`src/verilog/ssb_demap_config.svh`:
```
`ifndef SSB_DEMAP_CONFIG_SVH
`define SSB_DEMAP_CONFIG_SVH

// FFT framing
`define SSB_NFFT          8
`define SSB_FFT_LEN       256
`define SSB_IQ_W          16
`define SSB_EXP_W         8

// Subcarrier windows, natural FFT order
`define SSB_BWP_LEN       240
`define SSB_BWP_START     8
`define SSB_SSS_LEN       127
`define SSB_SSS_START     64
`define SSB_PBCH_LEN      240
`define SSB_PBCH_START    8
`define SSB_SSS_SYM       4
`define SSB_PBCH_SYM      3

// Frame structure
`define SSB_SYM_PER_SF    14
`define SSB_SF_PER_FRAME  20
`define SSB_SFN_MAX       1023

// Downstream flow control
`define SSB_CREDITS       4
`define SSB_COLL_DEPTH    256

`endif

```
`src/verilog/ssb_demap_pkg.sv`:
```
`include "ssb_demap_config.svh"

package ssb_demap_pkg;

    // One complex subcarrier sample
    typedef struct packed {
        logic signed [`SSB_IQ_W-1:0] re;
        logic signed [`SSB_IQ_W-1:0] im;
    } iq_t;

    // Beat as delivered by the FFT
    typedef struct packed {
        iq_t                    iq;
        logic                   last;
        logic [`SSB_EXP_W-1:0]  blk_exp;
    } fft_beat_t;

    // Timing tag attached to every beat
    typedef struct packed {
        logic [$clog2(`SSB_SFN_MAX + 1)-1:0]  sfn;
        logic [$clog2(`SSB_SF_PER_FRAME)-1:0] subframe;
        logic [$clog2(`SSB_SYM_PER_SF)-1:0]   symbol;
        logic [`SSB_EXP_W-1:0]                blk_exp;
    } ssb_tag_t;

    // Tagged beat, used after the timer and on the BWP output
    typedef struct packed {
        iq_t      iq;
        ssb_tag_t tag;
        logic     last;
    } tagged_beat_t;

endpackage

```
`src/verilog/bwp_extractor.sv`:
```
`timescale 1ns/1ps
`include "ssb_demap_config.svh"

module bwp_extractor (
    input  logic                        clk_i,
    input  logic                        reset_ni,
    input  logic                        tag_valid,
    input  ssb_demap_pkg::tagged_beat_t tag_beat,
    output logic                        bwp_valid,
    output ssb_demap_pkg::tagged_beat_t bwp_beat,
    output logic                        sss_flag,
    output logic                        pbch_flag
);

    localparam int SC_W = `SSB_NFFT;

    localparam logic [SC_W-1:0] SC_LAST    = SC_W'(`SSB_FFT_LEN - 1);
    localparam logic [SC_W-1:0] BWP_FIRST  = SC_W'(`SSB_BWP_START);
    localparam logic [SC_W-1:0] BWP_LAST   = SC_W'(`SSB_BWP_START + `SSB_BWP_LEN - 1);
    localparam logic [SC_W-1:0] SSS_FIRST  = SC_W'(`SSB_SSS_START);
    localparam logic [SC_W-1:0] SSS_LAST   = SC_W'(`SSB_SSS_START + `SSB_SSS_LEN - 1);
    localparam logic [SC_W-1:0] PBCH_FIRST = SC_W'(`SSB_PBCH_START);
    localparam logic [SC_W-1:0] PBCH_LAST  = SC_W'(`SSB_PBCH_START + `SSB_PBCH_LEN - 1);

    logic [SC_W-1:0] sc_cnt;
    logic            in_bwp;
    logic            in_sss;
    logic            in_pbch;
    logic            sss_sym;
    logic            pbch_sym;

    // ~~~~~~~~~~~~~~~~~~~~
    // Window decode
    // ~~~~~~~~~~~~~~~~~~~~
    assign in_bwp  = (sc_cnt >= BWP_FIRST) && (sc_cnt <= BWP_LAST);
    assign in_sss  = (sc_cnt >= SSS_FIRST) && (sc_cnt <= SSS_LAST);
    assign in_pbch = (sc_cnt >= PBCH_FIRST) && (sc_cnt <= PBCH_LAST);

    // SSB lives in subframe 0 only
    assign sss_sym  = (tag_beat.tag.subframe == '0) && (tag_beat.tag.symbol == `SSB_SSS_SYM);
    assign pbch_sym = (tag_beat.tag.subframe == '0) && (tag_beat.tag.symbol == `SSB_PBCH_SYM);

    // Subcarrier index, realigned on the FFT last beat
    always_ff @(posedge clk_i) begin
        if (!reset_ni) begin
            sc_cnt <= '0;
        end else if (tag_valid) begin
            if (tag_beat.last || sc_cnt == SC_LAST) begin
                sc_cnt <= '0;
            end else begin
                sc_cnt <= sc_cnt + 1'b1;
            end
        end
    end

    // ~~~~~~~~~~~~~~~~~~~~
    // Output registers
    // ~~~~~~~~~~~~~~~~~~~~
    always_ff @(posedge clk_i) begin
        if (!reset_ni) begin
            bwp_valid <= 1'b0;
            sss_flag  <= 1'b0;
            pbch_flag <= 1'b0;
        end else begin
            bwp_valid <= tag_valid && in_bwp;
            sss_flag  <= tag_valid && in_sss && sss_sym;
            pbch_flag <= tag_valid && in_pbch && pbch_sym;
        end
    end

    // Sample and tag pass unchanged, last moves to the BWP edge
    always_ff @(posedge clk_i) begin
        if (tag_valid) begin
            bwp_beat.iq   <= tag_beat.iq;
            bwp_beat.tag  <= tag_beat.tag;
            bwp_beat.last <= (sc_cnt == BWP_LAST);
        end
    end

endmodule

```
`config.mk`:
```
export PLATFORM = sky130hd
export DESIGN_NAME = bwp_extractor
export DESIGN_NICKNAME = d
export VERILOG_FILES = /design/src/verilog/ssb_demap_pkg.sv /design/src/verilog/bwp_extractor.sv
export VERILOG_INCLUDE_DIRS = /design/src /design/src/verilog
export SDC_FILE = /design/constraint.sdc
export NUM_CORES = 1
export LEC_CHECK = 0
export ABC_AREA = 1
export BUFFER_PORTS_ARGS = -buffer_cell sky130_fd_sc_hd__buf_2
export CORE_MARGIN = 2
export CORE_UTILIZATION = 35
export DETAILED_ROUTE_END_ITERATION = 10
export HOLD_SLACK_MARGIN = 0.15
export PLACE_DENSITY_LB_ADDON = 0.3
export SYNTH_ARGS = -nofsm -noshare
export SYNTH_HDL_FRONTEND = slang
export SYNTH_SLANG_ARGS = --single-unit
```
`constraint.sdc`:
```
create_clock -name clk_i -period 1.2 [get_ports clk_i]
set_clock_uncertainty 0.1 [all_clocks]
set_input_delay 0.12 -clock clk_i [delete_from_list [all_inputs] [get_ports clk_i]]
set_output_delay 0.12 -clock clk_i [all_outputs]
set_load 0.02 [all_outputs]
```
==> After elaboration in Yosys (flattened, before gate mapping) <==
Cells that the tools add are included.
{ "op_classes": {"add_sub_neg": 1, "multipliers": 0, "n_div": 0, "n_lt_le_gt_ge": 4, "n_eq_ne": 4, "shifts": 0, "muxes": 1, "bitwise_logic": 0, "n_reduce_logical": 10} }
{ "op_table": {"columns": ["cell", "n"], "rows": [
  ["$eq A8 B8 Y1 const B", 2],
  ["$le A8 B8 Y1 const B", 2],
  ["$add A8 B1 Y8 const B", 1],
  ["$ge A8 B4 Y1 const B", 1],
  ["$ge A8 B7 Y1 const B", 1],
  ["$logic_and A1 B1 Y1", 8],
  ["$mux W8", 1],
  ["$logic_not A5 Y1", 1],
  ["$eq A4 B2 Y1 const B", 1],
  ["$eq A4 B3 Y1 const B", 1],
  ["$logic_or A1 B1 Y1", 1]
]} }
{ "totals": {"ff_bits": 71, "latchBits": 0, "ramBits": 0, "romBits": 0, "in_bits": 63, "mem_count": 0} }

==> Depth between registers and ports, before layout <==
Gate-level depths: netlist (run 1).
{ "depth": {"ltp_word": 4, "ltp_mapped": 8, "ltp_nobuf": 8} }

==> Worst setup path after synthesis (run 1) <==
No wires, ideal clock.
{ "synth_timing": {"kind": "register to register", "startpoint": "reg sc_cnt[0]", "endpoint": "reg sc_cnt[7]", "arrival_ns": 1.007, "slack_ns": -0.024, "stages_incl_launch_ff": 9, "path_buffers": 0, "path_cell_list": "dfxtp_1 > ha_1 > nand2_1 > nor2_4 > nand2_1 > nand2_1 > nand2_2 > nand2_4 > nor2_1"} }
{ "synth_via": {"elab_chain_cells": 3} }
{ "synth_rtl": {"columns": ["item", "line", "text"], "rows": [
  ["start: declaration", "bwp_extractor.sv:25", "logic [SC_W-1:0] sc_cnt;"],
  ["start signal: assignment", "bwp_extractor.sv:51", "sc_cnt <= sc_cnt + 1'b1;"],
  ["branches (longest 2 deep; another with $add A8 B1 Y8)", null, null],
  ["$mux W8 (*)", "bwp_extractor.sv:48", "if (tag_beat.last || sc_cnt == SC_LAST) begin"]
]} }
Every way passes the cells marked *.
A chain may end at the register's enable or synchronous reset.

==> Final worst setup path (run 1) <==
{ "layout_timing": {"startpoint": "reg sc_cnt[1]", "endpoint": "reg sc_cnt[0]"} }
{ "layout_via": {"elab_chain_cells": 3} }
{ "layout_rtl": {"columns": ["item", "line"], "rows": [
  ["$eq A8 B8 Y1", "bwp_extractor.sv:48"],
  ["$logic_or A1 B1 Y1", "bwp_extractor.sv:48"],
  ["$mux W8", "bwp_extractor.sv:48"]
]} }
No other way between the ends.

==> results of run 1 <==
cell usage in the layout, fill, tap and decap left out, drive strengths merged, types with 2 or more instances in the layout:
cell type,netlist,routed
buf,1,135
bufinv,0,2
clkbuf,0,10
clkinvlp,0,2
dfxtp,11,11
dlygate4sd3,0,62
edfxtp,60,60
inv,14,16
nand2,34,34
nand3,5,5
nand4,2,2
nor2,23,23
o21ai,2,2
cell usage after synthesis:
cell type	instances
o21ai_0	2
nand2_4	1
nor2_2	1
dfxtp_1	11
xor2_1	1
mux2i_1	1
nor2_4	1
nor3_1	1
xnor2_1	1
inv_2	1
nor4_1	1
ha_1	1
nand2_1	32
buf_6	1
nor2_1	21
nand3_1	5
nand4_1	2
inv_1	13
edfxtp_1	60
nand2_2	1
or2_2	1
power groups by stage:
stage / logic, mW / registers, mW / clock network (mW)
2_1_floorplan: 0.0347 / 3.18 / 0
3_3_place_gp: 0.573 / 2.94 / 0
3_5_place_dp: 0.575 / 2.95 / 0
4_1_cts: 0.732 / 2.90 / 2.13
5_1_grt: 0.795 / 2.92 / 2.23
6_report: 0.743 / 2.91 / 2.09
metrics by stage:
stage / instances / area, µm² / utilization (%) / hold slack (ps)
2_1_floorplan: 159 / 2430 / - / 119
3_3_place_gp: 374 / 3240 / 47.9 / 197
3_5_place_dp: 374 / 3240 / 47.9 / 198
4_1_cts: 451 / 4090 / 60.6 / -151
5_1_grt: 451 / 4150 / 61.4 / 186
6_report: 451 / 4150 / 61.4 / 172
kinds of logic after synthesis:
kind of cell    count (synthesis)  synth area share [%]
flops                          71                  83.4
compound gates                  2                 0.413
mux                             1                 0.413
fa+ha+maj                       1                 0.516
xor+xnor                        2                 0.723
buf+inv                        15                  2.63
simple gates                   67                  11.9
flip-flops by register name, summed over array words and instances, names as in the netlist:
| signal | cells |
|---|---|
| pbch_flag | 1 |
| sss_flag | 1 |
| bwp_beat | 60 |
| bwp_valid | 1 |
| sc_cnt | 8 |
routing by layer:
layer,track usage (%),routed length [µm]
met4,8.95,126
met2,28.5,3240
met1,18.1,2590
met3,3.98,445
met5,0,0
final cells by class:
type                       count  area [µm²]  share of cell area, %
sequential                    71        2030                   48.8
timing repair buffer         197        1340                   32.3
multi-input combinational     73         412                   9.92
clock buffer                  10         128                   3.08
tap                           80         100                   2.41
clock inverter                 6        92.6                   2.23
inverter                      14        52.6                   1.27
worst min-delay path by stage:
stage               cells past startpoint    startpoint  slack [ps]           end
finish                                  2     tag_valid         170   bwp_beat[9]
global route                            2     tag_valid         190   bwp_beat[9]
CTS                                     1  tag_beat[14]        -150  bwp_beat[14]
detailed placement                      1  tag_beat[54]         200  bwp_beat[54]
global placement                        1  tag_beat[24]         200  bwp_beat[24]
floorplan                               0  tag_beat[10]         120  bwp_beat[10]
repair_timing:
item / 4_1_cts / 5_1_grt
setup buffers: 1 / 0
pin swaps: 2 / 6
hold buffers: 60 / 2
resized for setup: 9 / 16
hold endpoints to repair: 71 / 4
setup endpoints to repair: 9 / 11
==> reports/qor.csv, run 1 <==
stage,metric,value,unit
outcome,outcome,completed,
layout,share of layout cells above drive strength 1,47.2,%
critical_path,worst stage delay on the critical path,360,ps
critical_path,cell at the slowest stage of the critical path,dfxtp_2,
power,combinational fraction of design power,13.0,%
detailed_routing,drt first pass iters,4,
layout,fill cell count,513,
grt,gr ovfl total,0,
cts,CTS tree,done,
yosys,"area leader, netlist",edfxtp_1,
sta,Setup TNS,0,ps
layout,final net count,430,
min_path,Hold WC Path Type,in -> reg,
die,Die Area,7610,µm²
die,core outline area,6760,µm²
layout,Ant. Diodes,0,
yosys,syn_area_per_cell,15.3,µm²
critical_path,critical path cell sequence,"ha_4, nand2_4, nor2_4, nand2_1, nand2_1, nand2_2, nand2_4, nor2_1",
sta,worst-margin pin slew,257,ps
sta,crit path time final,1180,ps
critical_path,crit path max fanout,8,
detailed_routing,wire per inst,14.2,µm
cts,TritonCTS buffer count,9,
die,Ports,126,
sta,unrepaired setup endpoints after global routing,true,
sta,Final Cycle Share,98.3,%
sta,Max Fclk,848,MHz
sta,final setup fails,0,
critical_path,Setup crit end kind,flop,
power,Overall Power,5.74,mW
place,GPL Wtd Cong,0.856,
power,pwr/cell area,1380,nW/µm²
place,port bufs,125,
detailed_routing,Total Wirelength,6410,µm
grt,GRT Util Overall,16.3,%
critical_path,r2r worst-path depth,8,
die,Die W,87.2,µm
yosys,post-synth cell types,21,
yosys,synth warn,0,
critical_path,Worst Setup SP,sc_cnt[1],
yosys,largest cells by area after synthesis,"edfxtp_1 (74%), dfxtp_1 (9.1%), nand2_1 (5.0%)",
cts,clk slew on worst S/H paths,70,ps
critical_path,reg-to-reg endpoint,sc_cnt[0],
power,sw power,1.36,mW
cts,root buffer cell,clkbuf_8,
cts,clk sink count,71,
critical_path,reg2reg setup slack,20,ps
critical_path,CP Depth,8,
sta,final hold vios,0,
critical_path,Critical Path RT,1330,ps
grt,global-route wire length before repair,9050,µm
power,internal power,4.38,mW
cts,Worst-Skew Late Latency,340,ps
yosys,sequential element share of the synthesized area,83.4,%
grt,vias in the first global route,1896,
sta,fin. max-slew vios,0,
grt,antenna violations before repair,0,
critical_path,WP data arrival,1310,ps
power,leak pwr,1.81,nW
place,pre-CTS setup slack,-98.5,ps
grt,largest net degree at the start of global routing,32,
detailed_routing,initial drt markers,71,
critical_path,critical path type,reg -> reg,
place,Post-DP HPWL,3920,µm
detailed_routing,post-route ant nets,0,
yosys,Yosys top cell area share,74.3,%
power,switch share,23.6,%
layout,Synth-to-Final Area Change,71.2,%
detailed_routing,DR vias,1957,
sta,worst setup margin,20.2,ps
detailed_routing,Via density,4.34,
die,Initial Util,35.9,%
die,Die H,87.2,µm
yosys,post-synthesis cell area,2420,µm²
power,register share of total power,50.7,%
critical_path,FF-to-FF Start,sc_cnt[1],
yosys,post-synthesis register bit count,71,
yosys,syn nets,223,
power,power share of the clock group,36.4,%
yosys,Synth Instances,159,
critical_path,crit-path leading delay family,simple AND/OR/NAND/NOR gates,
detailed_routing,DRC Markers,0,
power,Max VDD drop,0.000674,V
critical_path,CP bufs+invs,0,
cts,Clock Path Buffers,2,
die,floorplan row count,30,
critical_path,Critical path destination,sc_cnt[0],
critical_path,Startpoint Class,flop,
run,max_cap viols,0,
sta,max_slew headroom,82.8,%
cts,H-tree Lvls,3,
No activity file was read; power rests on OpenSTA's default activity.
==> inputs of run 2 (changes only) <==
--- a/config.mk
+++ b/config.mk
@@ -12,7 +12,7 @@
 export CORE_UTILIZATION = 35
 export DETAILED_ROUTE_END_ITERATION = 10
 export HOLD_SLACK_MARGIN = 0.15
-export PLACE_DENSITY_LB_ADDON = 0.3
+export PLACE_DENSITY = 0.67
 export SYNTH_ARGS = -nofsm -noshare
 export SYNTH_HDL_FRONTEND = slang
 export SYNTH_SLANG_ARGS = --single-unit
==> run 2 against run 1 <==
Against the previous run: the run now ends with negative hold slack, negative setup slack left; critical path type is now in -> reg; via count is 3.6% higher; non-clock buffer count is 2 higher; combinational power is 0.9% higher; critical path depth is 2 lower; final cell count is 0.44% higher; first-iteration DRC count is 44% higher; flip-flop and latch count stayed put; worst hold slack worse by 280 ps; global-route usage is 1.9 points higher; die area stayed put; sequential share of layout area is 0.90 points higher; wire length is 8.5% higher; highest routed layer unchanged.
==> reports/qor.csv, run 2 (same netlist as run 1, synthesis figures left out) <==
stage,metric,value,unit
sta,final hold vios,1,
detailed_routing,Total Wirelength,6950,µm
power,Max VDD drop,0.000624,V
grt,vias in the first global route,2017,
critical_path,critical path cell sequence,"buf_2, dlygate4sd3_1, nor3_2, nand2_1, or2_2, nor2_1",
critical_path,r2r worst-path depth,6,
detailed_routing,drt first pass iters,4,
critical_path,Critical path destination,pbch_flag,
critical_path,reg-to-reg endpoint,sc_cnt[5],
sta,unrepaired setup endpoints after global routing,true,
die,Initial Util,35.9,%
cts,Clock Path Buffers,2,
layout,share of layout cells above drive strength 1,44.6,%
critical_path,crit-path leading delay family,buffers and inverters,
critical_path,Worst Setup SP,tag_beat[13],
grt,gr ovfl total,0,
place,"Cell Area, Placed",3240,µm²
layout,"commonest non-fill, non-tap cell in the layout",buf_2,
die,Die Area,7610,µm²
cts,H-tree Lvls,3,
layout,post-route cell area,4090,µm²
critical_path,WP data arrival,1400,ps
outcome,outcome,"finished, violations left",
detailed_routing,wire per inst,15.3,µm
grt,antenna violations before repair,0,
die,Die W,87.2,µm
power,pwr/cell area,1330,nW/µm²
sta,crit path time final,1220,ps
critical_path,crit path max fanout,2,
layout,area of the multi-input gates,374,µm²
die,floorplan row count,30,
layout,most flop-heavy register,bwp_beat,
critical_path,FF-to-FF Start,sc_cnt[0],
critical_path,cell at the slowest stage of the critical path,dlygate4sd3_1,
cts,TritonCTS buffer count,9,
grt,global-route wire length before repair,10100,µm
layout,final net count,432,
detailed_routing,initial drt markers,102,
sta,hold slack final,-111,ps
grt,largest net degree at the start of global routing,27,
place,placed insts,376,
power,leak pwr,1.81,nW
die,core outline area,6760,µm²
sta,worst setup margin,-24.4,ps
min_path,Hold WC Path Type,in -> reg,
layout,Finished Layout Cells,453,
place,port bufs,125,
cts,Worst-Skew Late Latency,330,ps
place,Post-DP HPWL,3980,µm
sta,max_slew headroom,78.1,%
critical_path,reg2reg setup slack,-20,ps
layout,most frequent cells in the layout,"buf_2 (122), dlygate4sd3_1 (61), edfxtp_1 (60)",
critical_path,critical path type,in -> reg,
detailed_routing,post-route ant nets,0,
detailed_routing,DR vias,2027,
cts,CTS tree,done,
die,Die H,87.2,µm
cts,clk sink count,71,
sta,final setup fails,9,
layout,Top Registers,"bwp_beat x60, sc_cnt x8",
sta,fin. max-slew vios,0,
power,Overall Power,5.42,mW
critical_path,Critical Path RT,1380,ps
outcome,failing checks,"negative hold slack, negative setup slack",
critical_path,worst stage delay on the critical path,590,ps
min_path,Hold Path Depth,1,
detailed_routing,DRC Markers,0,
cts,root buffer cell,clkbuf_8,
layout,fill cell count,500,
run,max_cap viols,0,
sta,worst-margin pin slew,329,ps
cts,clk slew on worst S/H paths,70,ps
critical_path,CP Depth,6,
grt,GRT Util Overall,18.2,%
place,GPL Wtd Cong,0.911,
detailed_routing,Via density,4.47,
die,Ports,126,
layout,max reg flops,60,
layout,Reg area,2030,µm²
critical_path,Setup crit end kind,flop,
sta,Final Cycle Share,102,%
layout,Synth-to-Final Area Change,68.5,%
critical_path,Startpoint Class,input port,
sta,Max Fclk,817,MHz
critical_path,CP bufs+invs,2,
## run 2: timing repair
| item | CTS | global route |
|---|---|---|
| endpoints found under the setup margin | 8 | 11 |
| hold buffers | 60 | 2 |
| endpoints found under the hold margin | 70 | 4 |
| gates cloned | 0 | 0 |
| resized for setup | 5 | 12 |
| pin swaps | 4 | 7 |
| buffers inserted | 1 | 1 |
## run 2: power by group
group          leakage (nW)  internal, mW  switching, mW  total, mW
Combinational          1.04         0.335          0.415      0.750
Clock                0.0872         0.931          0.829       1.76
Sequential            0.679          2.86         0.0546       2.91
Total                  1.81          4.12           1.30       5.42
## run 2: worst min-delay path by stage
stage,startpoint,endpoint,slack [ps]
3_5_place_dp,tag_beat[43],bwp_beat[43],200
6_report,tag_beat[14],bwp_beat[14],-110
4_1_cts,tag_beat[13],bwp_beat[13],-150
5_1_grt,tag_beat[14],bwp_beat[14],-120
2_1_floorplan,tag_beat[10],bwp_beat[10],120
3_3_place_gp,tag_beat[50],bwp_beat[50],200
## run 2: layout make-up
cell class	count	area share, %
clock inverter	5	1.23
clock buffer	10	3.12
tap	80	2.45
timing repair buffer	199	33.0
inverter	14	1.29
multi-input combinational	73	9.16
antenna	1	0.0613
sequential	71	49.7
## run 2: per-layer routing
metal,GRT usage (%),share of wire (%),wire length [µm],up-vias
met5,0,0,0,-
met3,5.78,8.5,590,15
met1,20.4,38,2640,954
met4,8.53,2.2,154,0
met2,31.6,51,3560,93
li1,-,-,-,965
## run 2: through the flow
stage               TNS, ps  util [%]  hold WS [ps]  worst slack (ps)
finish                 -100      60.5          -111             -24.4
global route           -783      60.4          -123             -90.3
CTS                    -188      59.9          -146             -26.8
detailed placement     -778      47.9           198              -102
global placement       -416      47.9           197             -55.3
floorplan                 0         -           119             0.591
