$ cat src/verilog/ssb_demap_config.svh
`ifndef SSB_DEMAP_CONFIG_SVH
`define SSB_DEMAP_CONFIG_SVH

// FFT framing
`define SSB_NFFT          8
`define SSB_FFT_LEN       256
`define SSB_IQ_W          16
`define SSB_EXP_W         8

// Subcarrier windows, natural FFT order
`define SSB_BWP_LEN       240
`define SSB_BWP_START     8
`define SSB_SSS_LEN       127
`define SSB_SSS_START     64
`define SSB_PBCH_LEN      240
`define SSB_PBCH_START    8
`define SSB_SSS_SYM       4
`define SSB_PBCH_SYM      3

// Frame structure
`define SSB_SYM_PER_SF    14
`define SSB_SF_PER_FRAME  20
`define SSB_SFN_MAX       1023

// Downstream flow control
`define SSB_CREDITS       4
`define SSB_COLL_DEPTH    256

`endif

$ cat src/verilog/ssb_demap_pkg.sv
`include "ssb_demap_config.svh"

package ssb_demap_pkg;

    // One complex subcarrier sample
    typedef struct packed {
        logic signed [`SSB_IQ_W-1:0] re;
        logic signed [`SSB_IQ_W-1:0] im;
    } iq_t;

    // Beat as delivered by the FFT
    typedef struct packed {
        iq_t                    iq;
        logic                   last;
        logic [`SSB_EXP_W-1:0]  blk_exp;
    } fft_beat_t;

    // Timing tag attached to every beat
    typedef struct packed {
        logic [$clog2(`SSB_SFN_MAX + 1)-1:0]  sfn;
        logic [$clog2(`SSB_SF_PER_FRAME)-1:0] subframe;
        logic [$clog2(`SSB_SYM_PER_SF)-1:0]   symbol;
        logic [`SSB_EXP_W-1:0]                blk_exp;
    } ssb_tag_t;

    // Tagged beat, used after the timer and on the BWP output
    typedef struct packed {
        iq_t      iq;
        ssb_tag_t tag;
        logic     last;
    } tagged_beat_t;

endpackage

$ cat src/verilog/symbol_timer.sv
`timescale 1ns/1ps
`include "ssb_demap_config.svh"

module symbol_timer (
    input  logic                       clk_i,
    input  logic                       reset_ni,
    input  logic                       fft_valid,
    input  ssb_demap_pkg::fft_beat_t   fft_beat,
    output logic                       tag_valid,
    output ssb_demap_pkg::tagged_beat_t tag_beat
);

    localparam int SYM_W = $clog2(`SSB_SYM_PER_SF);
    localparam int SF_W  = $clog2(`SSB_SF_PER_FRAME);
    localparam int SFN_W = $clog2(`SSB_SFN_MAX + 1);

    localparam logic [SYM_W-1:0] SYM_LAST = SYM_W'(`SSB_SYM_PER_SF - 1);
    localparam logic [SF_W-1:0]  SF_LAST  = SF_W'(`SSB_SF_PER_FRAME - 1);
    localparam logic [SFN_W-1:0] SFN_LAST = SFN_W'(`SSB_SFN_MAX);

    logic [SYM_W-1:0] sym_cnt;
    logic [SF_W-1:0]  sf_cnt;
    logic [SFN_W-1:0] sfn_cnt;

    // ~~~~~~~~~~~~~~~~~~~~
    // Frame counters
    // ~~~~~~~~~~~~~~~~~~~~
    // Advance after the last beat of each symbol
    always_ff @(posedge clk_i) begin
        if (!reset_ni) begin
            sym_cnt <= '0;
            sf_cnt  <= '0;
            sfn_cnt <= '0;
        end else if (fft_valid && fft_beat.last) begin
            if (sym_cnt == SYM_LAST) begin
                sym_cnt <= '0;
                if (sf_cnt == SF_LAST) begin
                    sf_cnt <= '0;
                    if (sfn_cnt == SFN_LAST) begin
                        sfn_cnt <= '0;
                    end else begin
                        sfn_cnt <= sfn_cnt + 1'b1;
                    end
                end else begin
                    sf_cnt <= sf_cnt + 1'b1;
                end
            end else begin
                sym_cnt <= sym_cnt + 1'b1;
            end
        end
    end

    // ~~~~~~~~~~~~~~~~~~~~
    // Output register
    // ~~~~~~~~~~~~~~~~~~~~
    always_ff @(posedge clk_i) begin
        if (!reset_ni) begin
            tag_valid <= 1'b0;
        end else begin
            tag_valid <= fft_valid;
        end
    end

    // Tag reflects the symbol this beat belongs to, before any advance
    always_ff @(posedge clk_i) begin
        if (fft_valid) begin
            tag_beat.iq           <= fft_beat.iq;
            tag_beat.last         <= fft_beat.last;
            tag_beat.tag.sfn      <= sfn_cnt;
            tag_beat.tag.subframe <= sf_cnt;
            tag_beat.tag.symbol   <= sym_cnt;
            tag_beat.tag.blk_exp  <= fft_beat.blk_exp;
        end
    end

endmodule

$ cat config.mk
export PLATFORM = sky130hd
export DESIGN_NAME = symbol_timer
export DESIGN_NICKNAME = d
export VERILOG_FILES = /design/src/verilog/ssb_demap_pkg.sv /design/src/verilog/symbol_timer.sv
export VERILOG_INCLUDE_DIRS = /design/src /design/src/verilog
export SDC_FILE = /design/constraint.sdc
export NUM_CORES = 1
export LEC_CHECK = 0
export ABC_AREA = 0
export BUFFER_PORTS_ARGS = -buffer_cell sky130_fd_sc_hd__buf_2
export CORE_MARGIN = 2
export CORE_UTILIZATION = 40
export DETAILED_ROUTE_END_ITERATION = 16
export PLACE_DENSITY_LB_ADDON = 0.15
export SYNTH_ARGS = -nofsm -noshare
export SYNTH_HDL_FRONTEND = slang
export SYNTH_SLANG_ARGS = --single-unit
export TNS_END_PERCENT = 10
$ cat constraint.sdc
create_clock -name clk_i -period 2.25 [get_ports clk_i]
set_clock_uncertainty 0.15 [all_clocks]
set_input_delay 0.45 -clock clk_i [delete_from_list [all_inputs] [get_ports clk_i]]
set_output_delay 0.45 -clock clk_i [all_outputs]
set_load 0.01 [all_outputs]
After elaboration in Yosys (flattened, before gate mapping). Cells that the tools add are included.

Reductions and logical operators: 3. Mux-type cells: 3. Equal/unequal tests: 3. $add $sub $neg: 3.

Operators with widths (count): adder 10 x 1 -> 10 bit (second input constant) (1); equality test 10 bit (second input constant) (1); 2-to-1 mux 10 bit (1); adder 5 x 1 -> 5 bit (second input constant) (1); equality test 5 bit (second input constant) (1); 2-to-1 mux 5 bit (1); adder 4 x 1 -> 4 bit (second input constant) (1); equality test 4 bit (second input constant) (1); 2-to-1 mux 4 bit (1); AND reduction 3 bit (1); AND reduction 2 bit (1); logical AND 1 bit (1).

Flip-flop bits (word level): 80. Input port bits: 44. Output and inout port bits: 61. Word-level logic and storage cells: 23.

Longest topological paths before layout. Gate-level depths: netlist (run 1).

Depth after elaboration: 2. Depth in mapped cells: 5. Depth with buffers taken out: 5.

Worst setup path after synthesis (run 1). No wires, ideal clock.

Kind: register to register. Start: reg sf_cnt[0]. End: reg sfn_cnt[5]. Path slack: 0.553 ns. Stages on the path, launching flop included: 6. Library setup time: 0.062 ns. Data arrival time: 1.485 ns. Path buffers: 0. Period minus slack after synthesis: 1.697 ns. Data required time: 2.038 ns. Cell sequence: dfxtp_1 > ha_1 > and4bb_4 > nand3_4 > or4_1 > nand3_1.

Cells in the longest elaborated chain, start to end: 2.

RTL lines: start: declaration (RTL line symbol_timer.sv:22) `logic [SF_W-1:0] sf_cnt;`; start signal: assignment (RTL line symbol_timer.sv:45) `sf_cnt <= sf_cnt + 1'b1;`; equality test 5 bit (RTL line symbol_timer.sv:37) `if (sf_cnt == SF_LAST) begin`; AND reduction 3 bit (no source line); end signal: assignment (RTL line symbol_timer.sv:42) `sfn_cnt <= sfn_cnt + 1'b1;`; end: declaration (RTL line symbol_timer.sv:23) `logic [SFN_W-1:0] sfn_cnt;`.

Every way passes these cells. A chain may end at the register's enable or synchronous reset.

Worst setup path in the final report (run 1). Ends and elaborated chain as after synthesis.

==> reports/metrics.cfg, run 1 <==
[timing]
slew_headroom_pct = 49.6
rsz0062_at_grt = false
hold_viol = 0
post-route-period-util_pct = 81.4
slew_viol_final = 0
tns_ns = 0
worst_pin_slew_ns = 0.756
fin_crit_ns = 1.83
max_freq_ghz = 0.546
timing.final.ws_setup_ns = 0.419
setup_viol = 0

[global_route]
grt_overflow = 0
grt_pass1_wl_um = 8180
grt_pass1_vias = 1749
grt_max_degree = 63
grtUsageTotal_pct = 14.2
grt_antenna_before_repair = 0

[critical_path]
crit_type = flip-flop to flip-flop
critPathArrivalTime_ns = 1.97
path_buf_inv = 0
cp-start-kind = flip-flop
worstPathMaxFanout = 10
required_ns = 2.39
cp_num_cells = 5
critical-path-top-delay-family = simple AND/OR/NAND/NOR gates
reg2regPathDepth = 5
path_cells = ha_1 > and4bb_4 > nand3_4 > or4_1 > nand3_1
worst_setup_path_end_kind = flip-flop
slowest_delay_ns = 0.49
slowest_stage = or4_1

[hold_path]
worstHoldPathType = input port to flip-flop
hold_depth = 1

[cells_and_area]
fin_cells = 393
area_growth_pct = 29.1
drive_above_1_share_pct = 42.4
layout.nets = 338
num_antenna_cells = 0
final_cell_area_mm2 = 0.00365

[clocking]
cts.sink_count = 80
cts_setup_buffers = 0
h-tree-depth = 3
clock_latency_ns = 0.34
cts_buffers = 9
cts_root_buf = clkbuf_8
cts_resized = 0
clk_path_buf_depth = 2
clkTransAtPathRegs_ns = 0.08
cts_hold_buf = 0
cts_tree = done

[placed_design]
io_buffer_count = 104
pre_cts_ws_ns = 0.395
dpl.hpwl_um = 3740
gp_congestion = 0.824
place_area_mm2 = 0.00345
dp_cells = 377

[floorplanning]
die_h_um = 88.0
coreArea_mm2 = 0.00683
die_area_mm2 = 0.00775
row_count = 30
die_w_um = 88.0
pin_count = 105
start_util_pct = 41.4

[detailed_routing]
via_per_inst = 4.74
routed_wl_um = 5480
drc = 0
routedWlPerCell_um = 13.9
drt_iter0_markers = 35
route.vias.total = 1862
antenna_left = 0
first_pass_iters = 4

[power]
leakage_nw = 1.49
ir_drop_mv = 0.335
p_per_area_mw_per_mm2 = 792
finalPower_mw = 2.89

[logic_synthesis]
avgSynthCellArea_um2 = 15.9
synthTopCellsByArea = edfxtp_1 (64%), dfxtp_1 (14%), nand3_1 (2.8%), a21oi_1 (1.8%), nand2_1 (1.3%)
synthArstFlopShare_pct = 0
netlist_instances = 178
mappedNetlistArea_mm2 = 0.00283
synth_most_common_cell = edfxtp_1
ys_ff_latch = 80
ys_types = 38
synth_top_area_share_pct = 63.8
yosysWarnings = 0
synth-main-ff-cell = edfxtp_1
ys_seq_area_share_pct = 77.9
synth.top_cells.by_count = edfxtp_1 (60), dfxtp_1 (20), nand3_1 (16)
syn_nets = 224
yosysTopAreaCell = edfxtp_1
synth-edff-count = 60

[flow_run]
max_cap_viol_count = 0

[run_status]
status = completed

layer usage:
metal	GRT usage (%)	vias up	share of wire (%)
met4	7.16	0	1.9
li1	-	911	-
met5	0	-	0
met2	22.4	77	46
met3	4.71	8	7.8
met1	17.5	866	44
cell type report:
class | count | area [um2]
clock inverters | 6 | 70.1
well taps | 96 | 120
repair buffers | 107 | 543
clock buffers | 10 | 128
inverters | 2 | 7.51
fillers | 615 | 3180
flip-flops and latches | 80 | 2200
multi-input cells | 92 | 578
sequential cells by signal (all words and copies together), names as in the netlist:
| signal | count |
|---|---|
| sf_cnt | 5 |
| tag_valid | 1 |
| sfn_cnt | 10 |
| sym_cnt | 4 |
| tag_beat | 60 |
power breakdown:
part           switching [mW]  internal, mW  total (mW)
Sequential             0.0182          1.66        1.68
Clock                   0.508         0.516        1.02
Combinational           0.106        0.0780       0.184
through the flow:
step	hold slack, ns	util [%]
floorplan	0.273	-
global placement	0.295	50.5
detailed placement	0.298	50.5
CTS	0.105	53.4
global route	0.103	53.4
finish	0.124	53.4
cells in the final DEF, fill, tap and decap left out, drive strengths merged, types with 5 or more instances in the layout:
cell type	instances
a21oi	10
buf	107
clkbuf	10
dfxtp	20
edfxtp	60
nand2	10
nand3	17
nand4	5
nor2	8
o21ai	6
logic make-up after synthesis:
family / count (synthesis) / share of synthesized area, %
buffers and inverters: 6 / 1.59
AND/OR/NAND/NOR: 59 / 12.2
AO/OA/AOI/OAI: 26 / 5.76
multiplexers: 2 / 0.709
flip-flops: 80 / 77.9
XOR/XNOR: 3 / 0.930
adder cells (fa/ha/maj): 2 / 0.886
worst register-to-register path, cell delays in order, from the launching register on:
cell	delay [ns]
dfxtp_1	0.39
ha_1	0.23
and4bb_4	0.30
nand3_4	0.13
or4_1	0.49
nand3_1	0.09
worst paths after layout:
path / endpoint / from / slack (ns)
max reg2reg: sfn_cnt[5]$_SDFFE_PN0P_ / sf_cnt[0]$_SDFFE_PN0P_ / 0.42
min reg2reg: tag_beat[27]$_DFFE_PP_ / sfn_cnt[9]$_SDFFE_PN0P_ / 0.31
max: sfn_cnt[5]$_SDFFE_PN0P_ / sf_cnt[0]$_SDFFE_PN0P_ / 0.42
min: tag_beat[58]$_DFFE_PP_ / fft_beat[39] / 0.12
Note: power is estimated with default switching activity, not from simulation.
==> run 2, diff against run 1 <==
ABC_AREA = 1   (was 0)
clock period = 1.6 ns   (was 2.25 ns; I/O delays follow)
==> run 2 against run 1 <==
  * Final area grew 14%
  * Synthesized area grew 1.3%
  * Worst setup slack lost 0.28 ns
  * Routed wire length grew 12%
  * Clock power grew 38%
  * First-iteration DRC count grew 100%
  * Largest power group unchanged
==> reports/metrics.cfg, run 2 <==
[flow_run]
max_cap_viol_count = 0  ; unchanged

[cells_and_area]
multi_input_area_um2 = 573  ; -0.87%
layout.nets = 427  ; +26%
top_register = tag_beat
drive_above_1_share_pct = 37.8  ; -4.6 points
seq_area_mm2 = 0.00221  ; +0.17%
final_common_cell = buf_2
finish.utilization_pct = 60.5  ; +7.1 points
top_regs = tag_beat x60, sfn_cnt x10, sf_cnt x5
fillers = 598  ; -2.8%
num_antenna_cells = 0  ; unchanged
area_growth_pct = 45.3
largest_reg_flops = 60  ; unchanged
layout_common_cells = buf_2 (104), edfxtp_1 (60), dlygate4sd3_1 (39)

[timing]
fin_crit_ns = 1.47  ; -0.366 ns
rsz0062_at_grt = false
post-route-period-util_pct = 91.6  ; +10 points
slew_viol_final = 0  ; unchanged
worst_pin_slew_ns = 0.413  ; -0.343 ns
timing.final.ws_setup_ns = 0.135  ; -0.284 ns
hold_viol = 0  ; unchanged
setup_viol = 0  ; unchanged
tns_ns = 0  ; unchanged
slew_headroom_pct = 72.4  ; +23 points
max_freq_ghz = 0.683  ; +25%

[global_route]
grt_pass1_wl_um = 8950  ; +9.4%
grt_max_degree = 34  ; -46%
grt_overflow = 0  ; unchanged
grtUsageTotal_pct = 15.5  ; +1.3 points
grt_pass1_vias = 1908  ; +9.1%
grt_antenna_before_repair = 0  ; unchanged

[logic_synthesis]
synthTopCellsByArea = edfxtp_1 (63%), dfxtp_1 (14%), nand2_1 (5.0%), nor2_1 (3.8%), inv_1 (3.0%)
ys_seq_area_share_pct = 77.0  ; -0.99 points
synth-edff-count = 60  ; unchanged
synth_top_area_share_pct = 63.0  ; -0.81 points
synthArstFlopShare_pct = 0  ; unchanged
synth_most_common_cell = edfxtp_1
yosysTopAreaCell = edfxtp_1
yosysWarnings = 0  ; unchanged
mappedNetlistArea_mm2 = 0.00286  ; +1.3%
synth-main-ff-cell = edfxtp_1
ys_ff_latch = 80  ; unchanged
avgSynthCellArea_um2 = 13.0  ; -18%
synth.top_cells.by_count = edfxtp_1 (60), nand2_1 (38), nor2_1 (29)
ys_types = 24  ; -37%
netlist_instances = 220  ; +24%
syn_nets = 266  ; +19%

[floorplanning]
coreArea_mm2 = 0.00687  ; +0.55%
start_util_pct = 41.7  ; +0.30 points
die_area_mm2 = 0.00785  ; +1.2%
pin_count = 105  ; unchanged
die_w_um = 88.6  ; +0.61%
die_h_um = 88.6  ; +0.61%
row_count = 30  ; unchanged

[critical_path]
crit_type = flip-flop to flip-flop
cp-start-kind = flip-flop
required_ns = 1.69  ; -0.70 ns
reg2regPathDepth = 8  ; +3
worstPathMaxFanout = 4  ; -6
critPathArrivalTime_ns = 1.56  ; -0.41 ns
worst_setup_path_end_kind = flip-flop

[detailed_routing]
via_per_inst = 4.32  ; -8.8%
antenna_left = 0  ; unchanged
drt_iter0_markers = 71  ; +100%
drc = 0  ; unchanged
route.vias.total = 2083  ; +12%
routedWlPerCell_um = 12.8  ; -8.6%
routed_wl_um = 6150  ; +12%
first_pass_iters = 4  ; unchanged

[power]
leakage_nw = 1.77  ; +19%
finalPower_mw = 4.12  ; +43%
p_per_area_mw_per_mm2 = 992  ; +25%
pwr-share-clk_pct = 34.2  ; -1.3 points
switching_share_pct = 21.8  ; -0.16 points
cell_internal_pwr_mw = 3.23  ; +43%
p_seq_share_pct = 57.4  ; -0.8 points
ir_drop_mv = 0.392  ; +17%
switchingPower_mw = 0.897  ; +42%
combPwrFrac_pct = 8.4  ; +2.0 points

[clocking]
cts_setup_buffers = 0  ; unchanged
clk_path_buf_depth = 2  ; unchanged
cts_buffers = 9  ; unchanged
h-tree-depth = 3  ; unchanged
clock_latency_ns = 0.34  ; about the same
cts_tree = done
cts.sink_count = 80  ; unchanged
clkTransAtPathRegs_ns = 0.08  ; about the same
cts_root_buf = clkbuf_8

[hold_path]
worstHoldPathType = input port to flip-flop
hold_depth = 1  ; unchanged

[placed_design]
pre_cts_ws_ns = 0.0304  ; -0.364 ns
io_buffer_count = 104  ; unchanged
gp_congestion = 0.836  ; +1.4%
dpl.hpwl_um = 4060  ; +8.6%

[run_status]
status = completed

run 2: changes by cell type in the layout (fill, tap and decap cells not counted), sizes merged, moves of 3 or more:
cell / change
nand2: +32
buf: +6
and3: -3
dlygate4sd3: +39
nor2: +26
a21oi: -7
or3: -3
inv: +23
nand4: -3
run 2: layout make-up:
class	count	share of cell area, %
Timing Repair Buffer	152	23.5
Clock buffer	10	3.07
Sequential cell	80	53.0
Tap cell	96	2.89
Inverter	25	2.26
Multi-Input combinational cell	113	13.8
Clock inverter	6	1.44
run 2: path summary, 6_finish.rpt:
kind | startpoint | end | slack [ns]
min | fft_beat[25] | tag_beat[44]$_DFFE_PP_ | 0.02
max reg2reg | sfn_cnt[0]$_SDFFE_PN0P_ | sfn_cnt[7]$_SDFFE_PN0P_ | 0.13
min reg2reg | sym_cnt[3]$_SDFFE_PN0N_ | tag_beat[12]$_DFFE_PP_ | 0.32
max | sfn_cnt[0]$_SDFFE_PN0P_ | sfn_cnt[7]$_SDFFE_PN0P_ | 0.13
run 2: timing repair:
item,CTS,global route
hold buffers,38,1
resized for setup,0,9
endpoints found under the setup margin,0,13
hold endpoints to repair,38,1
run 2: power by group through the flow:
stage | combinational (mW) | clock (mW) | sequential (mW)
3_3_place_gp | 0.271 | 0 | 2.41
6_report | 0.347 | 1.41 | 2.37
4_1_cts | 0.346 | 1.46 | 2.36
2_1_floorplan | 0.0233 | 0 | 2.47
5_1_grt | 0.378 | 1.54 | 2.38
3_5_place_dp | 0.273 | 0 | 2.41
run 2: cells by family (layout without fill, tap and decap cells):
kind of cell	after synthesis	in the layout	share of synthesized area (%)
AOI/OAI and AO/OA	9	9	1.71
xor gates and xnor gates	4	4	1.22
DFF	80	80	77.0
adders and majority gates	2	2	0.874
and+or+nand+nor	98	98	15.4
buffers and inverters	27	193	3.80
run 2: through the flow:
| step | std cells | area (um2) | hold WS [ns] |
|---|---|---|---|
| global route | 482 | 4160 | 0.00180 |
| floorplan | 220 | 2860 | 0.263 |
| global placement | 427 | 3550 | 0.319 |
| detailed placement | 427 | 3550 | 0.333 |
| CTS | 481 | 4120 | 0.000466 |
| finish | 482 | 4160 | 0.0152 |
run 2: critical path, stage by stage, from the launching register on:
cell and delay (ns):
dfxtp_1 0.35, ha_2 0.22, nand2_1 0.07, nor2_2 0.12, nand3_1 0.12, nor2_1 0.15
nor2_2 0.07, inv_2 0.08, nor2_2 0.04
run 2: layer usage:
layer	share of wire, %	GRT usage (%)
met1	45	19.3
met3	8.8	5.50
met2	45	24.7
met4	1.4	6.34
met5	0	0
==> run 3, diff against run 2 <==
BUFFER_PORTS_ARGS = not set   (was -buffer_cell sky130_fd_sc_hd__buf_2)
CORE_UTILIZATION = 30   (was 40)
DONT_BUFFER_PORTS = 1   (was not set)
PLACE_DENSITY_LB_ADDON = not set   (was 0.15)
==> run 3 against run 2 <==
  * The flow now finishes with violations (hold timing)
  * Worst setup slack worse by 0.045 ns
  * Utilization is 20 points lower
  * Routed wire length is 7.4% lower
  * Via count is 15% lower
  * Final cell count is 14% lower
  * Largest cell class unchanged
==> reports/metrics.cfg, run 3 (synthesis gave the netlist of run 2 again) <==
[detailed_routing]
route.met3.wl_um = 475  ; -12%
routed_wl_um = 5690  ; -7.4%
routedWlPerCell_um = 13.7  ; +7.8%
via_per_inst = 4.29  ; -0.85%
top_layer = met4
met1_length_um = 2290  ; -18%
first_pass_iters = 4  ; unchanged
drt_iter0_markers = 85  ; +20%
wl_met2_um = 2830  ; +3.1%
antenna_left = 0  ; unchanged
drc = 0  ; unchanged
route.vias.total = 1774  ; -15%

[clocking]
cts_root_buf = clkbuf_8
clk_path_buf_depth = 2  ; unchanged
cts_hold_buf = 42  ; +11%
h-tree-depth = 3  ; unchanged
clock_latency_ns = 0.34  ; about the same
clkTransAtPathRegs_ns = 0.08  ; about the same
cts.sink_count = 80  ; unchanged
cts_buffers = 9  ; unchanged
cts_tree = done

[flow_run]
max_cap_viol_count = 0  ; unchanged

[power]
leakage_nw = 1.37  ; -22%
p_per_area_mw_per_mm2 = 1100  ; +11%
ir_drop_mv = 0.470  ; +20%

[timing]
fin_crit_ns = 1.51  ; +0.0446 ns
timing.final.ws_setup_ns = 0.0903  ; -0.0446 ns
hold_viol = 61  ; +61
setup_viol = 0  ; unchanged
post-route-period-util_pct = 94.4  ; +2.8 points
slew_headroom_pct = 79.1  ; +6.6 points
slew_viol_final = 0  ; unchanged
tns_ns = 0  ; unchanged
holdWs_ns = -0.0622  ; -0.0774 ns
max_freq_ghz = 0.662  ; -3.0%
worst_pin_slew_ns = 0.313  ; -0.100 ns

[hold_path]
worstHoldPathType = input port to flip-flop

[cells_and_area]
top_regs = tag_beat x60, sfn_cnt x10, sf_cnt x5
drive_above_1_share_pct = 13.7  ; -24 points
final_cell_area_mm2 = 0.00373  ; -10%
area_growth_pct = 30.5
final_common_cell = edfxtp_1
largest_reg_flops = 60  ; unchanged
fillers = 853  ; +43%
layout_common_cells = edfxtp_1 (60), dlygate4sd3_1 (42), nand2_1 (38)
num_antenna_cells = 0  ; unchanged
layout.nets = 326  ; -24%
top_register = tag_beat
finish.utilization_pct = 40.4  ; -20 points

[critical_path]
required_ns = 1.73  ; +0.04 ns
slowest_stage = dfxtp_1
crit_type = flip-flop to flip-flop
slowest_delay_ns = 0.36  ; about the same
path_buf_inv = 2  ; +1
critPathArrivalTime_ns = 1.64  ; +0.08 ns
worstPathMaxFanout = 5  ; +1
cp-start-kind = flip-flop
path_cells = ha_2 > nand3_2 > nor2_4 > buf_4 > nand3_1 > nand2_1 > inv_1 > nor2_1
critical-path-top-delay-family = simple AND/OR/NAND/NOR gates
worst_setup_path_end_kind = flip-flop

[run_status]
status = finished, violations left
violations = hold timing

[floorplanning]
die_area_mm2 = 0.0103  ; +32%
row_count = 35  ; +17%
pin_count = 105  ; unchanged
coreArea_mm2 = 0.00924  ; +35%
die_h_um = 102  ; +15%
start_util_pct = 31.0  ; -11 points
die_w_um = 102  ; +15%

[placed_design]
io_buffer_count = 0  ; -100%
gp_congestion = 0.846  ; +1.3%
place_area_mm2 = 0.00306  ; -14%
dpl.hpwl_um = 3710  ; -8.6%
pre_cts_ws_ns = 0.0171  ; -0.0134 ns

[global_route]
grt_max_degree = 64  ; +88%
grt_pass1_wl_um = 8520  ; -4.8%
grt_antenna_before_repair = 0  ; unchanged
grtUsageTotal_pct = 11.0  ; -4.5 points
grt_pass1_vias = 1742  ; -8.7%
grt_overflow = 0  ; unchanged

## run 3: cell count changes in the layout (fill, tap and decap cells not counted), sizes merged
cell and change:
buf -104, bufinv +1, dlygate4sd3 +3, clkinv -1
## run 3: what timing repair did
action	in CTS	in global routing
setup buffers	0	2
pin swaps	1	1
gates resized for setup	0	6
hold endpoints to repair	107	61
setup endpoints to repair	1	10
## run 3: layout make-up
type / instances / area [um2] / area share, %
clock buffers: 10 / 128 / 3.42
clock inverters: 6 / 85.1 / 2.28
inverters: 25 / 93.8 / 2.51
multi-input cells: 113 / 576 / 15.4
flip-flops and latches: 80 / 2200 / 59.0
well taps: 129 / 161 / 4.32
repair buffers: 51 / 488 / 13.1
## run 3: routing by layer
metal,vias to the layer above,global-route usage [%]
li1,859,-
met1,829,11.8
met2,79,18.7
met3,7,3.59
met4,0,6.65
met5,-,0
## run 3: through the flow
stage,power (mW),hold slack (ns),std cells
CTS,4.19,-0.0879,412
detailed placement,2.52,0.269,354
finish,4.12,-0.0622,414
global route,4.30,-0.0919,414
global placement,2.52,0.269,354
floorplan,2.50,0.263,220
## run 3: final timing paths
kind                               start                       to  slack, ns  cells after the start
setup / recovery  sf_cnt[1]$_SDFFE_PN0P_  sfn_cnt[9]$_SDFFE_PN0P_       0.09                      8
hold / removal                 fft_valid    tag_beat[7]$_DFFE_PP_      -0.06                      0
setup reg to reg  sf_cnt[1]$_SDFFE_PN0P_  sfn_cnt[9]$_SDFFE_PN0P_       0.09                      8
hold reg to reg   sf_cnt[3]$_SDFFE_PN0P_   tag_beat[16]$_DFFE_PP_       0.36                      0
## run 3: power by group
part | leakage (nW) | internal (mW) | switching (mW)
Clock | 0.104 | 0.874 | 0.694
Sequential | 0.761 | 2.35 | 0.0947
Combinational | 0.510 | 0.0766 | 0.0360
